--- src/vid_pkg.sv ---
package vid_pkg;

   // Small raster so a full frame simulates quickly
   localparam int H_ACTIVE = 16;
   localparam int V_ACTIVE = 8;
   localparam int BLK_W    = 4;
   localparam int BLK_H    = 4;
   localparam int HBLKS    = H_ACTIVE / BLK_W;
   localparam int VBLKS    = V_ACTIVE / BLK_H;
   localparam int NBLKS    = HBLKS * VBLKS;

   localparam int BRIGHT_T = 128; // Mean luma at or above is bright
   localparam int DIM_GAIN = 171; // 1/256 units
   localparam int SUM_W    = $clog2(BLK_W * BLK_H * 255 + 1);

   // Counter and index widths
   localparam int X_W   = $clog2(H_ACTIVE + 1);
   localparam int Y_W   = $clog2(V_ACTIVE + 1);
   localparam int COL_W = (HBLKS > 1) ? $clog2(HBLKS) : 1;
   localparam int ROW_W = (VBLKS > 1) ? $clog2(VBLKS) : 1;

   typedef struct packed {
      logic [7:0] r;
      logic [7:0] g;
      logic [7:0] b;
   } pixel_t;

   typedef struct packed {
      logic   hs;
      logic   vs;
      logic   de;
      pixel_t pix;
   } vid_beat_t;

   typedef enum logic [1:0] {
      MODE_PASS,
      MODE_INV,
      MODE_DIM,
      MODE_INV_BRIGHT
   } mode_e;

   typedef logic [$clog2(NBLKS)-1:0] blk_addr_t;
   typedef logic [COL_W-1:0]         blk_col_t;

   typedef struct packed {
      logic      en;
      blk_addr_t addr;
      logic      bright;
   } flag_wr_t;

   // (r + 2g + b) / 4, truncated
   function automatic logic [7:0] luma_of(pixel_t p);
      logic [9:0] sum;
      sum = {2'b00, p.r} + {1'b0, p.g, 1'b0} + {2'b00, p.b};
      return sum[9:2];
   endfunction

endpackage

--- src/vid_cursor.sv ---
`timescale 1ns/100ps

module vid_cursor import vid_pkg::*; (
   input  logic      vin_clk_i,
   input  logic      reset_i,
   input  vid_beat_t beat_i,
   output logic      frame_start_o,
   output blk_addr_t blk_addr_o,
   output blk_col_t  blk_col_o,
   output logic      blk_last_px_o
);

   logic [X_W-1:0]   x_q;
   logic [Y_W-1:0]   y_q;
   logic             vs_q;
   logic             de_q;
   logic             de_fall;
   logic [ROW_W-1:0] blk_row;

   assign frame_start_o = beat_i.vs & ~vs_q;
   assign de_fall       = de_q & ~beat_i.de;

   always_ff @(posedge vin_clk_i) begin
      if (reset_i) begin
         x_q  <= '0;
         y_q  <= '0;
         vs_q <= 1'b0;
         de_q <= 1'b0;
      end else begin
         vs_q <= beat_i.vs;
         de_q <= beat_i.de;

         if (beat_i.de) begin
            x_q <= x_q + 1'b1;
         end else if (de_fall) begin
            x_q <= '0;
         end

         // Line count advances at end of each active line
         if (frame_start_o) begin
            y_q <= '0;
         end else if (de_fall) begin
            y_q <= y_q + 1'b1;
         end
      end
   end

   assign blk_col_o  = blk_col_t'(x_q / BLK_W);
   assign blk_row    = ROW_W'(y_q / BLK_H);
   assign blk_addr_o = blk_addr_t'(blk_row * HBLKS + blk_col_o);

   // Last pixel of the bottom line in a block
   assign blk_last_px_o = beat_i.de
                        && (x_q % BLK_W == BLK_W - 1)
                        && (y_q % BLK_H == BLK_H - 1);

   // A line longer than H_ACTIVE would alias into the next block column
   a_x_in_range: assert property (
      @(posedge vin_clk_i) disable iff (reset_i)
      beat_i.de |-> (x_q < X_W'(H_ACTIVE))
   );

endmodule

--- src/blk_stats.sv ---
`timescale 1ns/100ps

module blk_stats import vid_pkg::*; (
   input  logic      vin_clk_i,
   input  logic      reset_i,
   input  vid_beat_t beat_i,
   input  blk_col_t  blk_col_i,
   input  logic      blk_last_px_i,
   output flag_wr_t  flag_wr_o
);

   logic [SUM_W-1:0] acc_q [HBLKS]; // One running sum per block column
   logic [SUM_W-1:0] sum_next;
   logic [ROW_W-1:0] row_q;
   logic             bright;
   blk_addr_t        addr;
   logic             row_done;

   assign sum_next = acc_q[blk_col_i] + SUM_W'(luma_of(beat_i.pix));

   // Compare the sum instead of dividing for the mean
   assign bright = sum_next >= SUM_W'(BRIGHT_T * BLK_W * BLK_H);

   assign addr     = blk_addr_t'(row_q * HBLKS + blk_col_i);
   assign row_done = blk_last_px_i && (blk_col_i == blk_col_t'(HBLKS - 1));

   always_ff @(posedge vin_clk_i) begin
      if (reset_i) begin
         for (int i = 0; i < HBLKS; i++) begin
            acc_q[i] <= '0;
         end
         row_q     <= '0;
         flag_wr_o <= '0;
      end else begin
         flag_wr_o.en <= 1'b0;

         if (beat_i.de) begin
            if (blk_last_px_i) begin
               acc_q[blk_col_i] <= '0; // Ready for the block below
               flag_wr_o        <= '{en: 1'b1, addr: addr, bright: bright};
            end else begin
               acc_q[blk_col_i] <= sum_next;
            end
         end

         // Block row wraps once the whole frame is measured
         if (row_done) begin
            if (row_q == ROW_W'(VBLKS - 1)) begin
               row_q <= '0;
            end else begin
               row_q <= row_q + 1'b1;
            end
         end
      end
   end

   a_flag_addr: assert property (
      @(posedge vin_clk_i) disable iff (reset_i)
      flag_wr_o.en |-> (int'(flag_wr_o.addr) < NBLKS)
   );

endmodule

--- src/blk_flag_mem.sv ---
`timescale 1ns/100ps

module blk_flag_mem import vid_pkg::*; (
   input  logic      vin_clk_i,
   input  logic      reset_i,
   input  logic      frame_start_i,
   input  flag_wr_t  flag_wr_i,
   input  blk_addr_t rd_addr_i,
   output logic      rd_bright_o
);

   logic [NBLKS-1:0] bank_q [2];
   logic             sel_q; // Bank being written this frame

   always_ff @(posedge vin_clk_i) begin
      if (reset_i) begin
         bank_q[0]   <= '0;
         bank_q[1]   <= '0;
         sel_q       <= 1'b0;
         rd_bright_o <= 1'b0;
      end else begin
         if (flag_wr_i.en) begin
            bank_q[sel_q][flag_wr_i.addr] <= flag_wr_i.bright;
         end

         // Swap banks, new write bank starts all dark
         if (frame_start_i) begin
            sel_q          <= ~sel_q;
            bank_q[~sel_q] <= '0;
         end

         rd_bright_o <= bank_q[~sel_q][rd_addr_i]; // Previous frame's flags
      end
   end

endmodule

--- src/pix_adjust.sv ---
`timescale 1ns/100ps

module pix_adjust import vid_pkg::*; (
   input  logic      vin_clk_i,
   input  logic      reset_i,
   input  mode_e     mode_i,
   input  logic      frame_start_i,
   input  vid_beat_t beat_i,
   input  logic      rd_bright_i,
   output vid_beat_t vout_beat_o
);

   vid_beat_t s1_beat_q;
   mode_e     mode_q;
   pixel_t    adj_pix;
   vid_beat_t s2_next;

   function automatic pixel_t inv_pix(pixel_t p);
      pixel_t q;
      q.r = 8'hff - p.r;
      q.g = 8'hff - p.g;
      q.b = 8'hff - p.b;
      return q;
   endfunction

   function automatic logic [7:0] dim_ch(logic [7:0] c);
      logic [15:0] prod;
      prod = 16'(c) * 16'(DIM_GAIN);
      return prod[15:8]; // Drop the 1/256 fraction
   endfunction

   function automatic pixel_t dim_pix(pixel_t p);
      pixel_t q;
      q.r = dim_ch(p.r);
      q.g = dim_ch(p.g);
      q.b = dim_ch(p.b);
      return q;
   endfunction

   // Stage 1: beat register, mode held for the whole frame
   always_ff @(posedge vin_clk_i) begin
      if (reset_i) begin
         s1_beat_q <= '0;
         mode_q    <= MODE_PASS;
      end else begin
         s1_beat_q <= beat_i;
         if (frame_start_i) begin
            mode_q <= mode_i;
         end
      end
   end

   // Flag read lines up with stage 1
   always_comb begin
      adj_pix = s1_beat_q.pix;
      if (s1_beat_q.de) begin
         case (mode_q)
            MODE_INV: adj_pix = inv_pix(s1_beat_q.pix);
            MODE_DIM: adj_pix = dim_pix(s1_beat_q.pix);
            MODE_INV_BRIGHT: begin
               if (rd_bright_i) begin
                  adj_pix = inv_pix(s1_beat_q.pix);
               end
            end
            default: adj_pix = s1_beat_q.pix;
         endcase
      end
   end

   always_comb begin
      s2_next     = s1_beat_q;
      s2_next.pix = adj_pix;
   end

   // Stage 2: output register
   always_ff @(posedge vin_clk_i) begin
      if (reset_i) begin
         vout_beat_o <= '0;
      end else begin
         vout_beat_o <= s2_next;
      end
   end

   // Output timing is exactly two beats behind the input
   a_de_latency: assert property (
      @(posedge vin_clk_i) disable iff (reset_i)
      (!$past(reset_i) && !$past(reset_i, 2))
         |-> (vout_beat_o.de == $past(beat_i.de, 2))
   );

endmodule

--- src/video_top.sv ---
`timescale 1ns/100ps

module video_top import vid_pkg::*; (
   input  logic      vin_clk_i,
   input  logic      reset_i,
   input  mode_e     mode_i,
   input  vid_beat_t vin_beat_i,
   output vid_beat_t vout_beat_o
);

   logic      frame_start;
   blk_addr_t blk_addr;
   blk_col_t  blk_col;
   logic      blk_last_px;
   flag_wr_t  flag_wr;
   logic      rd_bright;

   vid_cursor i_cursor (
      .vin_clk_i     (vin_clk_i),
      .reset_i       (reset_i),
      .beat_i        (vin_beat_i),
      .frame_start_o (frame_start),
      .blk_addr_o    (blk_addr),
      .blk_col_o     (blk_col),
      .blk_last_px_o (blk_last_px)
   );

   // Flag producer
   blk_stats i_blk_stats (
      .vin_clk_i     (vin_clk_i),
      .reset_i       (reset_i),
      .beat_i        (vin_beat_i),
      .blk_col_i     (blk_col),
      .blk_last_px_i (blk_last_px),
      .flag_wr_o     (flag_wr)
   );

   blk_flag_mem i_flag_mem (
      .vin_clk_i     (vin_clk_i),
      .reset_i       (reset_i),
      .frame_start_i (frame_start),
      .flag_wr_i     (flag_wr),
      .rd_addr_i     (blk_addr), // Read alongside the incoming beat
      .rd_bright_o   (rd_bright)
   );

   pix_adjust i_pix_adjust (
      .vin_clk_i     (vin_clk_i),
      .reset_i       (reset_i),
      .mode_i        (mode_i),
      .frame_start_i (frame_start),
      .beat_i        (vin_beat_i),
      .rd_bright_i   (rd_bright),
      .vout_beat_o   (vout_beat_o)
   );

endmodule

--- config.mk ---
export PLATFORM = sky130hd
export DESIGN_NAME = video_top
export DESIGN_NICKNAME = d
export VERILOG_FILES = /design/src/vid_pkg.sv /design/src/vid_cursor.sv /design/src/blk_stats.sv /design/src/blk_flag_mem.sv /design/src/pix_adjust.sv /design/src/video_top.sv
export SDC_FILE = /design/constraint.sdc
export NUM_CORES = 1
export LEC_CHECK = 0
export BUFFER_PORTS_ARGS = -buffer_cell sky130_fd_sc_hd__clkbuf_2
export CORE_MARGIN = 2
export CORE_UTILIZATION = 35
export CTS_CLUSTER_DIAMETER = 80
export DETAILED_ROUTE_END_ITERATION = 12
export GPL_ROUTABILITY_DRIVEN = 0
export GPL_TIMING_DRIVEN = 0
export PLACE_DENSITY_LB_ADDON = 0.08
export SYNTH_ARGS = -nofsm -noshare
export SYNTH_HDL_FRONTEND = slang
export SYNTH_SLANG_ARGS = --single-unit
--- constraint.sdc ---
create_clock -name vin_clk_i -period 4 [get_ports vin_clk_i]
set_input_delay 0.4 -clock vin_clk_i [delete_from_list [all_inputs] [get_ports vin_clk_i]]
set_output_delay 0.4 -clock vin_clk_i [all_outputs]
set_load 0.1 [all_outputs]
Word level (Yosys, flattened, before mapping)
Memories as Yosys holds them, arrays and structs flattened. A register that Yosys moved wholly into a read port is not among the register bits.
Index checks and enable logic that the tools add are counted.
{"block": "op_classes", "add_sub_neg": 11, "mul": 3, "div_mod_pow": 0, "order_cmp": 4, "eq_ne": 6, "shift": 0, "n_mux": 39, "bitwise": 6, "n_reduce_logical": 11}
{"cell": "$pmux 24 s3", "count": 1}
{"cell": "$mul 8x8->16 const B", "count": 3}
{"cell": "$mux 24", "count": 2}
{"cell": "$mux 8", "count": 4}
{"cell": "$mux 12", "count": 2}
{"cell": "$sub 8x8->8 const A", "count": 3}
{"cell": "$mux 1", "count": 22}
{"cell": "$reduce_or 8->1", "count": 2}
{"cell": "$mux 5", "count": 3}
{"cell": "$add 12x8->12", "count": 1}
{"cell": "$ge 12x12->1 const B", "count": 1}
{"cell": "$reduce_or 12->1", "count": 1}
{"cell": "$add 10x8->10", "count": 1}
{"cell": "$add 8x9->10", "count": 1}
{"cell": "$eq 2x2->1 const B", "count": 5}
{"cell": "$lt 3x4->1 const B", "count": 2}
{"cell": "$add 3x2->3", "count": 2}
{"cell": "$mux 2", "count": 3}
{"cell": "$add 5x1->5 const B", "count": 1}
{"cell": "$add 4x1->4 const B", "count": 1}
{"cell": "$logic_and 1x1->1", "count": 4}
{"cell": "$reduce_or 2->1", "count": 2}
{"cell": "$bmux 1 s3", "count": 1}
{"cell": "$demux 1 s3", "count": 1}
{"cell": "other kinds (8)", "count": 11}
{"block": "totals", "reg_bits": 73, "latch_bits": 0, "ramBits": 64, "romBits": 0, "input_bits": 31, "elab_cells": 103, "n_memories": 2}
{"memory": "i_blk_stats.acc_q", "words": 4, "word_bits": 12, "rd": 1, "rd_ports_with_merged_regs": 1, "wr": 4, "line_no": "blk_stats.sv:12", "text": "logic [SUM_W-1:0] acc_q [HBLKS];"}
{"memory": "i_flag_mem.bank_q", "words": 2, "word_bits": 8, "rd": 1, "rd_ports_with_merged_regs": 0, "wr": 2, "line_no": "blk_flag_mem.sv:12", "text": "logic [NBLKS-1:0] bank_q [2];"}

Longest topological paths before layout
Gate-level depths: netlist of the first run.
{"block": "depth", "ltp_word": 10, "ltp_mapped": 17, "depth_no_buf": 17}

Cells and area by module
A second synthesis of the first run with hierarchy kept.
{"block": "unflattened", "cells_unflattened": 1057, "area_unflattened_um2": 10347.4}
{"mod": "pix_adjust", "n_inst": 1, "cells_per_inst": 631, "area_per_inst_um2": 5739.3, "seq_area_each_um2": 1121.1}
{"mod": "blk_stats", "n_inst": 1, "cells_per_inst": 259, "area_per_inst_um2": 3120.5, "seq_area_each_um2": 1561.5}
{"mod": "blk_flag_mem", "n_inst": 1, "cells_per_inst": 120, "area_per_inst_um2": 1032.2, "seq_area_each_um2": 360.3}
{"mod": "vid_cursor", "n_inst": 1, "cells_per_inst": 47, "area_per_inst_um2": 455.4, "seq_area_each_um2": 180.2}

Worst setup path before layout of the first run
No wires, ideal clock.
{"block": "synth_timing", "path_kind": "register to register", "startpoint": "register i_pix_adjust.s1_beat_q[19] (netlist bit)", "endpoint": "register, netlist name i_pix_adjust.vout_beat_o[22]", "arrival_ns": 3.622, "path_slack_ns": 0.251, "stages_incl_launch_ff": 13, "n_path_buf": 0, "path_cell_list": "dfxtp_1 ha_1 fa_1 fa_1 inv_1 fa_1 inv_1 ha_1 a21o_1 a41oi_2 o31a_1 nor4bb_1 or3_1"}
{"block": "synth_between", "elab_chain_len": 4}
{"item": "start: declaration", "line_no": "pix_adjust.sv:13", "text": "vid_beat_t s1_beat_q;"}
{"item": "start signal: assignment", "line_no": "pix_adjust.sv:46", "text": "s1_beat_q <= beat_i;"}
{"item": "parallel branches: the longest is 2 deep, another holds $mul 8x8->16"}
{"item": "$pmux 24 s3 *", "line_no": "pix_adjust.sv:57", "text": "case (mode_q)"}
{"item": "$mux 24 *", "line_no": "pix_adjust.sv:56", "text": "if (s1_beat_q.de) begin"}
Mark *: on every way between the ends.
A chain may end at the register's enable or synchronous reset.

Final worst setup path of the first run
{"block": "layout_timing", "startpoint": "register i_pix_adjust.s1_beat_q[8] (netlist bit)", "endpoint": "register, netlist name i_pix_adjust.vout_beat_o[12]"}
{"block": "layout_between", "elab_chain_len": 4}
{"item": "parallel branches: the longest is 2 deep, another holds $mul 8x8->16"}
{"item": "$pmux 24 s3 *", "line_no": "pix_adjust.sv:57"}
{"item": "$mux 24 *", "line_no": "pix_adjust.sv:56"}
Marked as above.

==> impl_metrics.toml, run 1 <==
[global_routing]
grt_max_degree = 17
grt_antenna_before_repair = 0
grt.overflow.total = 0
grt_pass1_vias = 7750
grt_pass1_wl_mm = 43.2
grt_use_total = 0.185

[setup_path]
ff2ff_setup_slack_ns = 0.17
critPathKind = "register to register"
cp.arrival_ns = 4.14
reg2reg_to = "i_pix_adjust.vout_beat_o[12]$_SDFF_PP0_"
start_kind = "register"
cp-end-kind = "register"
crit_fanout = 2
cp.required_ns = 4.31
ff2ff_path_depth = 13
rr_startpoint = "i_pix_adjust.s1_beat_q[8]$_SDFF_PP0_"

[sta]
final.setup_skew_ns = 0.00989
relSlewSlack = 0.179
worst_pin_slew_ns = 1.23
period_minus_slack_ns = 3.83
setup_slack_ns = 0.167
finalHoldViolCount = 0
setup_viol = 0
tns_ns = 0
finalMaxSlewViolations = 0
fin_crit_sh = 0.958
fmax_ghz = 0.261

[detailed_routing]
drt_wl_total_mm = 27.2
wl_per_cell_um = 17.8
drtAntennaViolNets = 0
drt_iter0_drc = 446
firstDrtPassIters = 7
drc = 0
num_vias = 7628
post_drt_via_cell_ratio = 5.01

[die]
core_mm2 = 0.0285
placementRows = 62
initial_core_util = 0.353
die_area_mm2 = 0.0301
die_w_um = 174
fp.dieH_um = 174
num_io_pins = 58

[flow_run]
maxCapViolCount = 0

[clocking]
clk_latency_ns = 0.43
cts_tree = "built"
clk_path_buf_depth = 2
cts_sinks = 137
ctsHoldBuffers = 0
numCtsBuffers = 17
cts-root-buf = "clkbuf_16"
htreeDepth = 4
clk_pin_slew_ns = 0.07

[synth]
yosysWarningCount = 0
synth_edf_count = 48
synth_ff_type = "dfxtp_1"
synth_nets = 1252
async_flop_share = 0
synth_area_per_cell_um2 = 9.72
synthDistinctLibCells = 72
syn-cell-area_mm2 = 0.0101
ys_seq_area_frac = 0.320
syn_inst = 1036
synth_seq_cells = 137

[placed_design]
pre_cts_ws_ns = -0.501
port_buffers = 56
dpl.hpwl_mm = 20.3

[min_path]
worst_hold_path.endpoint = "i_pix_adjust.s1_beat_q[26]$_SDFF_PP0_"
hold_depth = 2
hold_path_startpoint = "vin_beat_i[26]"
hold_path_class = "input port to register"

[power]
vdd_drop_max_uv = 284
leakagePower_nw = 5.17
p_per_area_mw_per_mm2 = 392
power_mw = 4.60

[layout]
n_antenna_cell = 0
final_layout_size_suffix_gt1_frac = 0.142
final_common_cell = "ha_1"
mostFrequentLayoutCells = "ha_1 (133), inv_1 (130), nor2_1 (81), dfxtp_1 (72), nand2_1 (68)"
syn2layout_area_growth_pct = 16.7
utilization = 0.412
nNetsFinal = 1341

[status]
status = "completed"
## per-layer routing
layer  vias up  global-route usage  wire length, µm
li1       3821                   -                -
met1      3651               0.244            12600
met2       131               0.321            13300
met3        25              0.0241              764
met4         0              0.0518              501
met5         -                   0                0
## worst max-delay path, stage by stage (launching register included)
cell and delay, ns:
dfxtp_4 0.36, ha_4 0.24, ha_1 0.29, fa_1 0.50, inv_1 0.05, fa_1 0.52
inv_1 0.04, ha_1 0.28, o21a_1 0.13, o21ai_2 0.16, nor2_1 0.08, o31ai_2 0.36
mux2_4 0.35, a311oi_4 0.35
## state kept, by name (all words and copies together), names as in the netlist, named ones only
name / count
i_cursor.x_q: 4
i_pix_adjust.s1_beat_q: 25
i_pix_adjust.vout_beat_o: 27
i_flag_mem.sel_q: 1
i_blk_stats.row_q: 1
i_flag_mem.rd_bright_o: 1
i_flag_mem.bank_q: 16
i_blk_stats.flag_wr_o: 5
i_pix_adjust.mode_q: 2
i_cursor.de_q: 1
i_blk_stats.acc_q: 48
i_cursor.vs_q: 1
i_cursor.y_q: 3
## how the worst max path moves through the flow
stage / start / to / slack (ns)
6_report: i_pix_adjust.s1_beat_q[8]$_SDFF_PP0_ / i_pix_adjust.vout_beat_o[12]$_SDFF_PP0_ / 0.17
5_1_grt: i_pix_adjust.s1_beat_q[8]$_SDFF_PP0_ / i_pix_adjust.vout_beat_o[12]$_SDFF_PP0_ / -0.005
3_3_place_gp: i_pix_adjust.s1_beat_q[10]$_SDFF_PP0_ / i_pix_adjust.vout_beat_o[12]$_SDFF_PP0_ / -0.49
2_1_floorplan: i_pix_adjust.s1_beat_q[19]$_SDFF_PP0_ / i_pix_adjust.vout_beat_o[22]$_SDFF_PP0_ / 0.25
3_5_place_dp: i_pix_adjust.s1_beat_q[10]$_SDFF_PP0_ / i_pix_adjust.vout_beat_o[12]$_SDFF_PP0_ / -0.50
4_1_cts: i_pix_adjust.s1_beat_q[9]$_SDFF_PP0_ / i_pix_adjust.vout_beat_o[12]$_SDFF_PP0_ / -0.03
## repair_timing
item / CTS / global route
endpoints found under the setup margin: 18 / 29
pin swaps: 2 / 13
setup buffers: 3 / 11
gates resized for setup: 24 / 32
## cell families after synthesis
family | synth area share
compound gates | 0.127
flops | 0.320
buf+inv | 0.0648
simple gates | 0.143
fa+ha+maj | 0.263
xor+xnor | 0.0313
mux | 0.0503
## final cells by class
class / count / area (µm²)
Buffer: 40 / 160
Inverter: 131 / 492
Tap cell: 384 / 480
Clock inverter: 15 / 153
Fill cell: 2920 / 16800
Timing Repair Buffer: 70 / 385
Multi-Input combinational cell: 728 / 6390
Sequential cell: 137 / 3270
Clock buffer: 17 / 425
## report_power, final
group,leakage (nW),internal [mW],switching [mW]
clock network,0.283,0.880,0.721
logic,3.65,0.565,0.871
registers,1.24,1.51,0.0523
## cells in the mapped netlist, types with 7 or more instances
cell type	number	area, µm²
nor2b_1	32	200
nand2b_1	11	68.8
nor2_1	81	304
xor2_1	10	87.6
o22ai_1	14	87.6
nor3b_1	8	60.1
a211oi_1	13	97.6
ha_1	140	1750
nand4_1	7	43.8
nor3_1	11	55.1
o21ai_0	45	225
nand3_1	24	120
mux4_1	11	289
inv_1	130	488
o21bai_1	8	60.1
nand3b_1	16	120
a21o_1	11	82.6
clkbuf_1	36	135
fa_1	45	901
dfxtp_1	89	1780
nand2_1	68	255
a21oi_1	49	245
xnor2_1	26	228
a22oi_1	15	113
edfxtp_1	48	1440
## per-stage QoR
step / hold WS, ns / instances / cell area [µm²]
2_1_floorplan: 0.414 / 1036 / 10100
3_3_place_gp: 0.419 / 1476 / 10800
3_5_place_dp: 0.431 / 1476 / 10800
4_1_cts: 0.166 / 1511 / 11500
5_1_grt: 0.184 / 1522 / 11800
6_report: 0.182 / 1522 / 11800
Note: power is estimated with default switching activity, not from simulation.
==> run 2, diff against run 1 <==
Settings changed: REMOVE_ABC_BUFFERS set to 1.
==> impl_metrics.toml, run 2 (synthesis results as in run 1) <==
[status]
status = "completed"

[sta]
setup_slack_ns = 0.167
finalHoldViolCount = 0
fin_crit_sh = 0.958
setup_viol = 0
final.setup_skew_ns = 0.0124
relSlewSlack = 0.0918
worst_pin_slew_ns = 1.36
finalMaxSlewViolations = 0
tns_ns = 0
rsz0062_at_grt = "false"
period_minus_slack_ns = 3.83
fmax_ghz = 0.261

[power]
vdd_drop_max_uv = 244
p_per_area_mw_per_mm2 = 398
leakagePower_nw = 5.05
comb_power_share = 0.297
power_mw = 4.54
intPower_mw = 2.90
seqPwrFrac = 0.349
sw_frac_of_total = 0.361
power.switching_mw = 1.64
p_clk_frac = 0.354

[setup_path]
crit_fanout = 7
cp.required_ns = 4.32
reg2reg_to = "i_pix_adjust.vout_beat_o[22]$_SDFF_PP0_"
ff2ff_path_depth = 12
cp-end-kind = "register"
ff2ff_setup_slack_ns = 0.17
critPathKind = "register to register"
cp.arrival_ns = 4.16
start_kind = "register"
crit_path_start = "i_pix_adjust.s1_beat_q[17]$_SDFF_PP0_"
rr_startpoint = "i_pix_adjust.s1_beat_q[17]$_SDFF_PP0_"

[flow_run]
maxCapViolCount = 0

[placed_design]
port_buffers = 57
place_inst = 1438
pre_cts_ws_ns = -0.337
dpl.hpwl_mm = 18.1

[layout]
final_layout_size_suffix_gt1_frac = 0.126
stdcell_count = 1472
nNetsFinal = 1290
final_common_cell = "ha_1"
syn2layout_area_growth_pct = 13.3
largest_reg_flops = 48
top_regs = "i_blk_stats.acc_q (48), i_pix_adjust.vout_beat_o (27), i_pix_adjust.s1_beat_q (25)"
top_register = "i_blk_stats.acc_q"
mostFrequentLayoutCells = "ha_1 (138), inv_1 (131), nor2_1 (81), dfxtp_1 (77), nand2_1 (68)"

[global_routing]
grt_max_degree = 60
grt_use_total = 0.171
grt.overflow.total = 0
grt_pass1_wl_mm = 40.4
grt_pass1_vias = 7303
grt_antenna_before_repair = 1

[die]
initial_core_util = 0.353
placementRows = 62
num_io_pins = 58
fp.dieH_um = 174
core_mm2 = 0.0285
die_w_um = 174
die_area_mm2 = 0.0301

[min_path]
worst_hold_path.endpoint = "i_pix_adjust.s1_beat_q[26]$_SDFF_PP0_"
hold_path_startpoint = "vin_beat_i[26]"
hold_path_class = "input port to register"
hold_depth = 2

[detailed_routing]
drc = 0
drt_iter0_drc = 409
post_drt_via_cell_ratio = 5.03
drtAntennaViolNets = 0
firstDrtPassIters = 6
drt_wl_total_mm = 24.8
wl_per_cell_um = 16.8
num_vias = 7401

[clocking]
cts_sinks = 137
cts-root-buf = "clkbuf_16"
clk_latency_ns = 0.44
ctsHoldBuffers = 0
htreeDepth = 4
cts_tree = "built"
clk_pin_slew_ns = 0.07
clk_path_buf_depth = 2
numCtsBuffers = 17
[run 2: cell types whose count changed in the layout (fill, tap and decap cells not counted), sizes merged]
cell	delta
diode	+1
clkbuf	-34
bufinv	-1
clkinv	-3
inv	+2
clkinvlp	+1
buf	-16
[run 2: final cells by class]
cell class | instances | area, µm²
Antenna cell | 1 | 2.50
Tap cell | 384 | 480
Sequential cell | 137 | 3250
Timing Repair Buffer | 59 | 315
Clock inverter | 14 | 125
Inverter | 131 | 492
Fill cell | 2934 | 17100
Clock buffer | 18 | 450
Multi-Input combinational cell | 728 | 6290
[run 2: stage by stage]
| stage | hold slack [ns] | cell area (µm²) | utilization |
|---|---|---|---|
| after global placement | 0.425 | 10700 | 0.374 |
| after CTS | 0.158 | 11300 | 0.395 |
| after global routing | 0.185 | 11400 | 0.400 |
| after floorplan | 0.414 | 9910 | - |
| final | 0.169 | 11400 | 0.400 |
| after detailed placement | 0.421 | 10700 | 0.375 |
[run 2: worst max path at each step]
stage | endpoint | depth (start not counted)
5_1_grt | i_pix_adjust.vout_beat_o[22]$_SDFF_PP0_ | 12
4_1_cts | i_pix_adjust.vout_beat_o[23]$_SDFF_PP0_ | 12
6_report | i_pix_adjust.vout_beat_o[22]$_SDFF_PP0_ | 12
3_5_place_dp | i_blk_stats.acc_q[0][11]$_SDFFCE_PN0P_ | 14
2_1_floorplan | i_pix_adjust.vout_beat_o[22]$_SDFF_PP0_ | 12
3_3_place_gp | i_blk_stats.acc_q[0][11]$_SDFFCE_PN0P_ | 14
[run 2: timing repair]
item                                   4_1_cts  5_1_grt
endpoints found under the hold margin        0        0
gates resized for setup                     13       22
setup endpoints to repair                   12       27
pin swaps                                    0        7
buffers inserted                             0        1
[run 2: power groups by stage]
stage / clock network, mW / registers (mW) / logic (mW)
2_1_floorplan: 0 / 1.70 / 0.896
3_3_place_gp: 0 / 1.62 / 1.30
3_5_place_dp: 0 / 1.62 / 1.30
4_1_cts: 1.65 / 1.59 / 1.32
5_1_grt: 1.70 / 1.60 / 1.53
6_report: 1.61 / 1.59 / 1.35
[run 2: critical path, stage by stage (launching register included)]
cell and delay, ns:
dfxtp_2 0.37, ha_1 0.35, fa_1 0.49, fa_1 0.51, inv_1 0.05, fa_1 0.52
inv_1 0.06, ha_4 0.26, a21o_1 0.18, a41oi_2 0.26, o31a_1 0.23, nor4b_1 0.07
or3_1 0.38
[run 2: metal layers]
metal  wire length [µm]  track usage  part of all wire  vias up
met5                  0            0                 0        -
met4                255       0.0361             0.010        0
met3                774       0.0327             0.031       19
met2              11900        0.287              0.48      125
met1              11900        0.230              0.48     3538
li1                   -            -                 -     3719
==> run 3, diff against run 2 <==
Settings changed: CTS_CLUSTER_DIAMETER 80 to 150.
Clock period 4 ns to 4.55 ns, I/O delays scaled along.
==> impl_metrics.toml, run 3 (synthesis results as in run 1) <==
[status]
status = "completed"

[min_path]
hold_path_class = "input port to register"

[sta]
fin_crit_sh = 0.929
hold_slack_ns = 0.225
worst_pin_slew_ns = 1.37
period_minus_slack_ns = 4.23
final.setup_skew_ns = 0.0130
tns_ns = 0
fmax_ghz = 0.237
rsz0062_at_grt = "false"
relSlewSlack = 0.0848
finalMaxSlewViolations = 0
setup_slack_ns = 0.323
finalHoldViolCount = 0
setup_viol = 0

[global_routing]
grt_use_total = 0.171
grt.overflow.total = 0
grt_antenna_before_repair = 1
grt_pass1_vias = 7299
grt_max_degree = 60
grt_pass1_wl_mm = 40.3

[layout]
final_layout_size_suffix_gt1_frac = 0.102
syn2layout_area_growth_pct = 12.0
largest_reg_flops = 48
final_common_cell = "ha_1"
stdcell_count = 1471
post-route-cell-area_mm2 = 0.0113
top_regs = "i_blk_stats.acc_q (48), i_pix_adjust.vout_beat_o (27), i_pix_adjust.s1_beat_q (25)"
utilization = 0.395
nNetsFinal = 1289
top_register = "i_blk_stats.acc_q"
mostFrequentLayoutCells = "ha_1 (140), inv_1 (131), dfxtp_1 (89), nor2_1 (81), nand2_1 (68)"

[detailed_routing]
drt_iter0_drc = 430
wl_per_cell_um = 16.8
drt_wl_total_mm = 24.7
firstDrtPassIters = 5
post_drt_via_cell_ratio = 5.02
num_vias = 7387
drc = 0
drtAntennaViolNets = 0

[setup_path]
start_kind = "register"
cpLargestDelayFamily = "adder cells"
cp_common_cell = "fa_1"
cp.required_ns = 4.85
crit_fanout = 7
path_cells = "ha_1 -> fa_1 -> fa_1 -> inv_1 -> fa_1 -> inv_1 -> ha_1 -> o211ai_1 -> o21ai_0 -> nand2_1 -> a21boi_0 -> xnor2_1 -> a21oi_1"
cp-end-kind = "register"
slowest_stage = "fa_1"
ff2ff_setup_slack_ns = 0.32
cp_num_buf_inv = 2
cpPeakStageDelay_ns = 0.53
cp.arrival_ns = 4.53
critPathKind = "register to register"

[clocking]
clk_pin_slew_ns = 0.07
htreeDepth = 4
clk_latency_ns = 0.44
cts_sinks = 137
postCtsSetupBuffers = 0
cts_tree = "built"
clk_path_buf_depth = 2
ctsResizeCount = 0
cts-root-buf = "clkbuf_16"
ctsHoldBuffers = 0
numCtsBuffers = 17

[die]
die_area_mm2 = 0.0301
core_mm2 = 0.0285
placementRows = 62
die_w_um = 174
initial_core_util = 0.353
fp.dieH_um = 174
num_io_pins = 58

[placed_design]
dpl.hpwl_mm = 18.1
place_inst = 1438
pre_cts_ws_ns = 0.158
post_dp_cell_area_mm2 = 0.0107
port_buffers = 57

[power]
vdd_drop_max_uv = 213
leakagePower_nw = 5.02
power_mw = 3.95
p_per_area_mw_per_mm2 = 350

[flow_run]
maxCapViolCount = 0
[run 3: layout make-up]
type | instances | area, µm²
Antenna cell | 1 | 2.50
Fill cell | 2953 | 17300
Inverter | 131 | 492
Multi-Input combinational cell | 728 | 6200
Tap cell | 384 | 480
Clock inverter | 14 | 125
Clock buffer | 18 | 450
Timing Repair Buffer | 58 | 308
Sequential cell | 137 | 3220
[run 3: worst paths after layout]
check,from,endpoint,depth (start not counted)
worst min-delay path,vin_beat_i[26],i_pix_adjust.s1_beat_q[26]$_SDFF_PP0_,2
worst max-delay path,i_pix_adjust.s1_beat_q[3]$_SDFF_PP0_,i_pix_adjust.vout_beat_o[4]$_SDFF_PP0_,13
worst min register to register,i_pix_adjust.s1_beat_q[26]$_SDFF_PP0_,i_pix_adjust.vout_beat_o[26]$_SDFF_PP0_,1
worst max register to register,i_pix_adjust.s1_beat_q[3]$_SDFF_PP0_,i_pix_adjust.vout_beat_o[4]$_SDFF_PP0_,13
[run 3: metal layers]
layer	up-vias	wire length, µm	track usage	share of wire
met5	-	0	0	0
met4	0	245	0.0361	0.0099
met3	16	762	0.0327	0.031
met2	123	11800	0.287	0.48
met1	3531	11900	0.230	0.48
li1	3717	-	-	-
[run 3: report_power, final]
| group | internal (mW) | switching [mW] |
|---|---|---|
| registers | 1.33 | 0.0616 |
| logic | 0.442 | 0.704 |
| clock network | 0.754 | 0.656 |
[run 3: worst reg2reg max path: stages, from the launching register on]
cell and delay, ns:
dfxtp_1 0.49, ha_1 0.33, fa_1 0.49, fa_1 0.51, inv_1 0.06, fa_1 0.53
inv_1 0.04, ha_1 0.31, o211ai_1 0.10, o21ai_0 0.39, nand2_1 0.15, a21boi_0 0.33
xnor2_1 0.23, a21oi_1 0.15
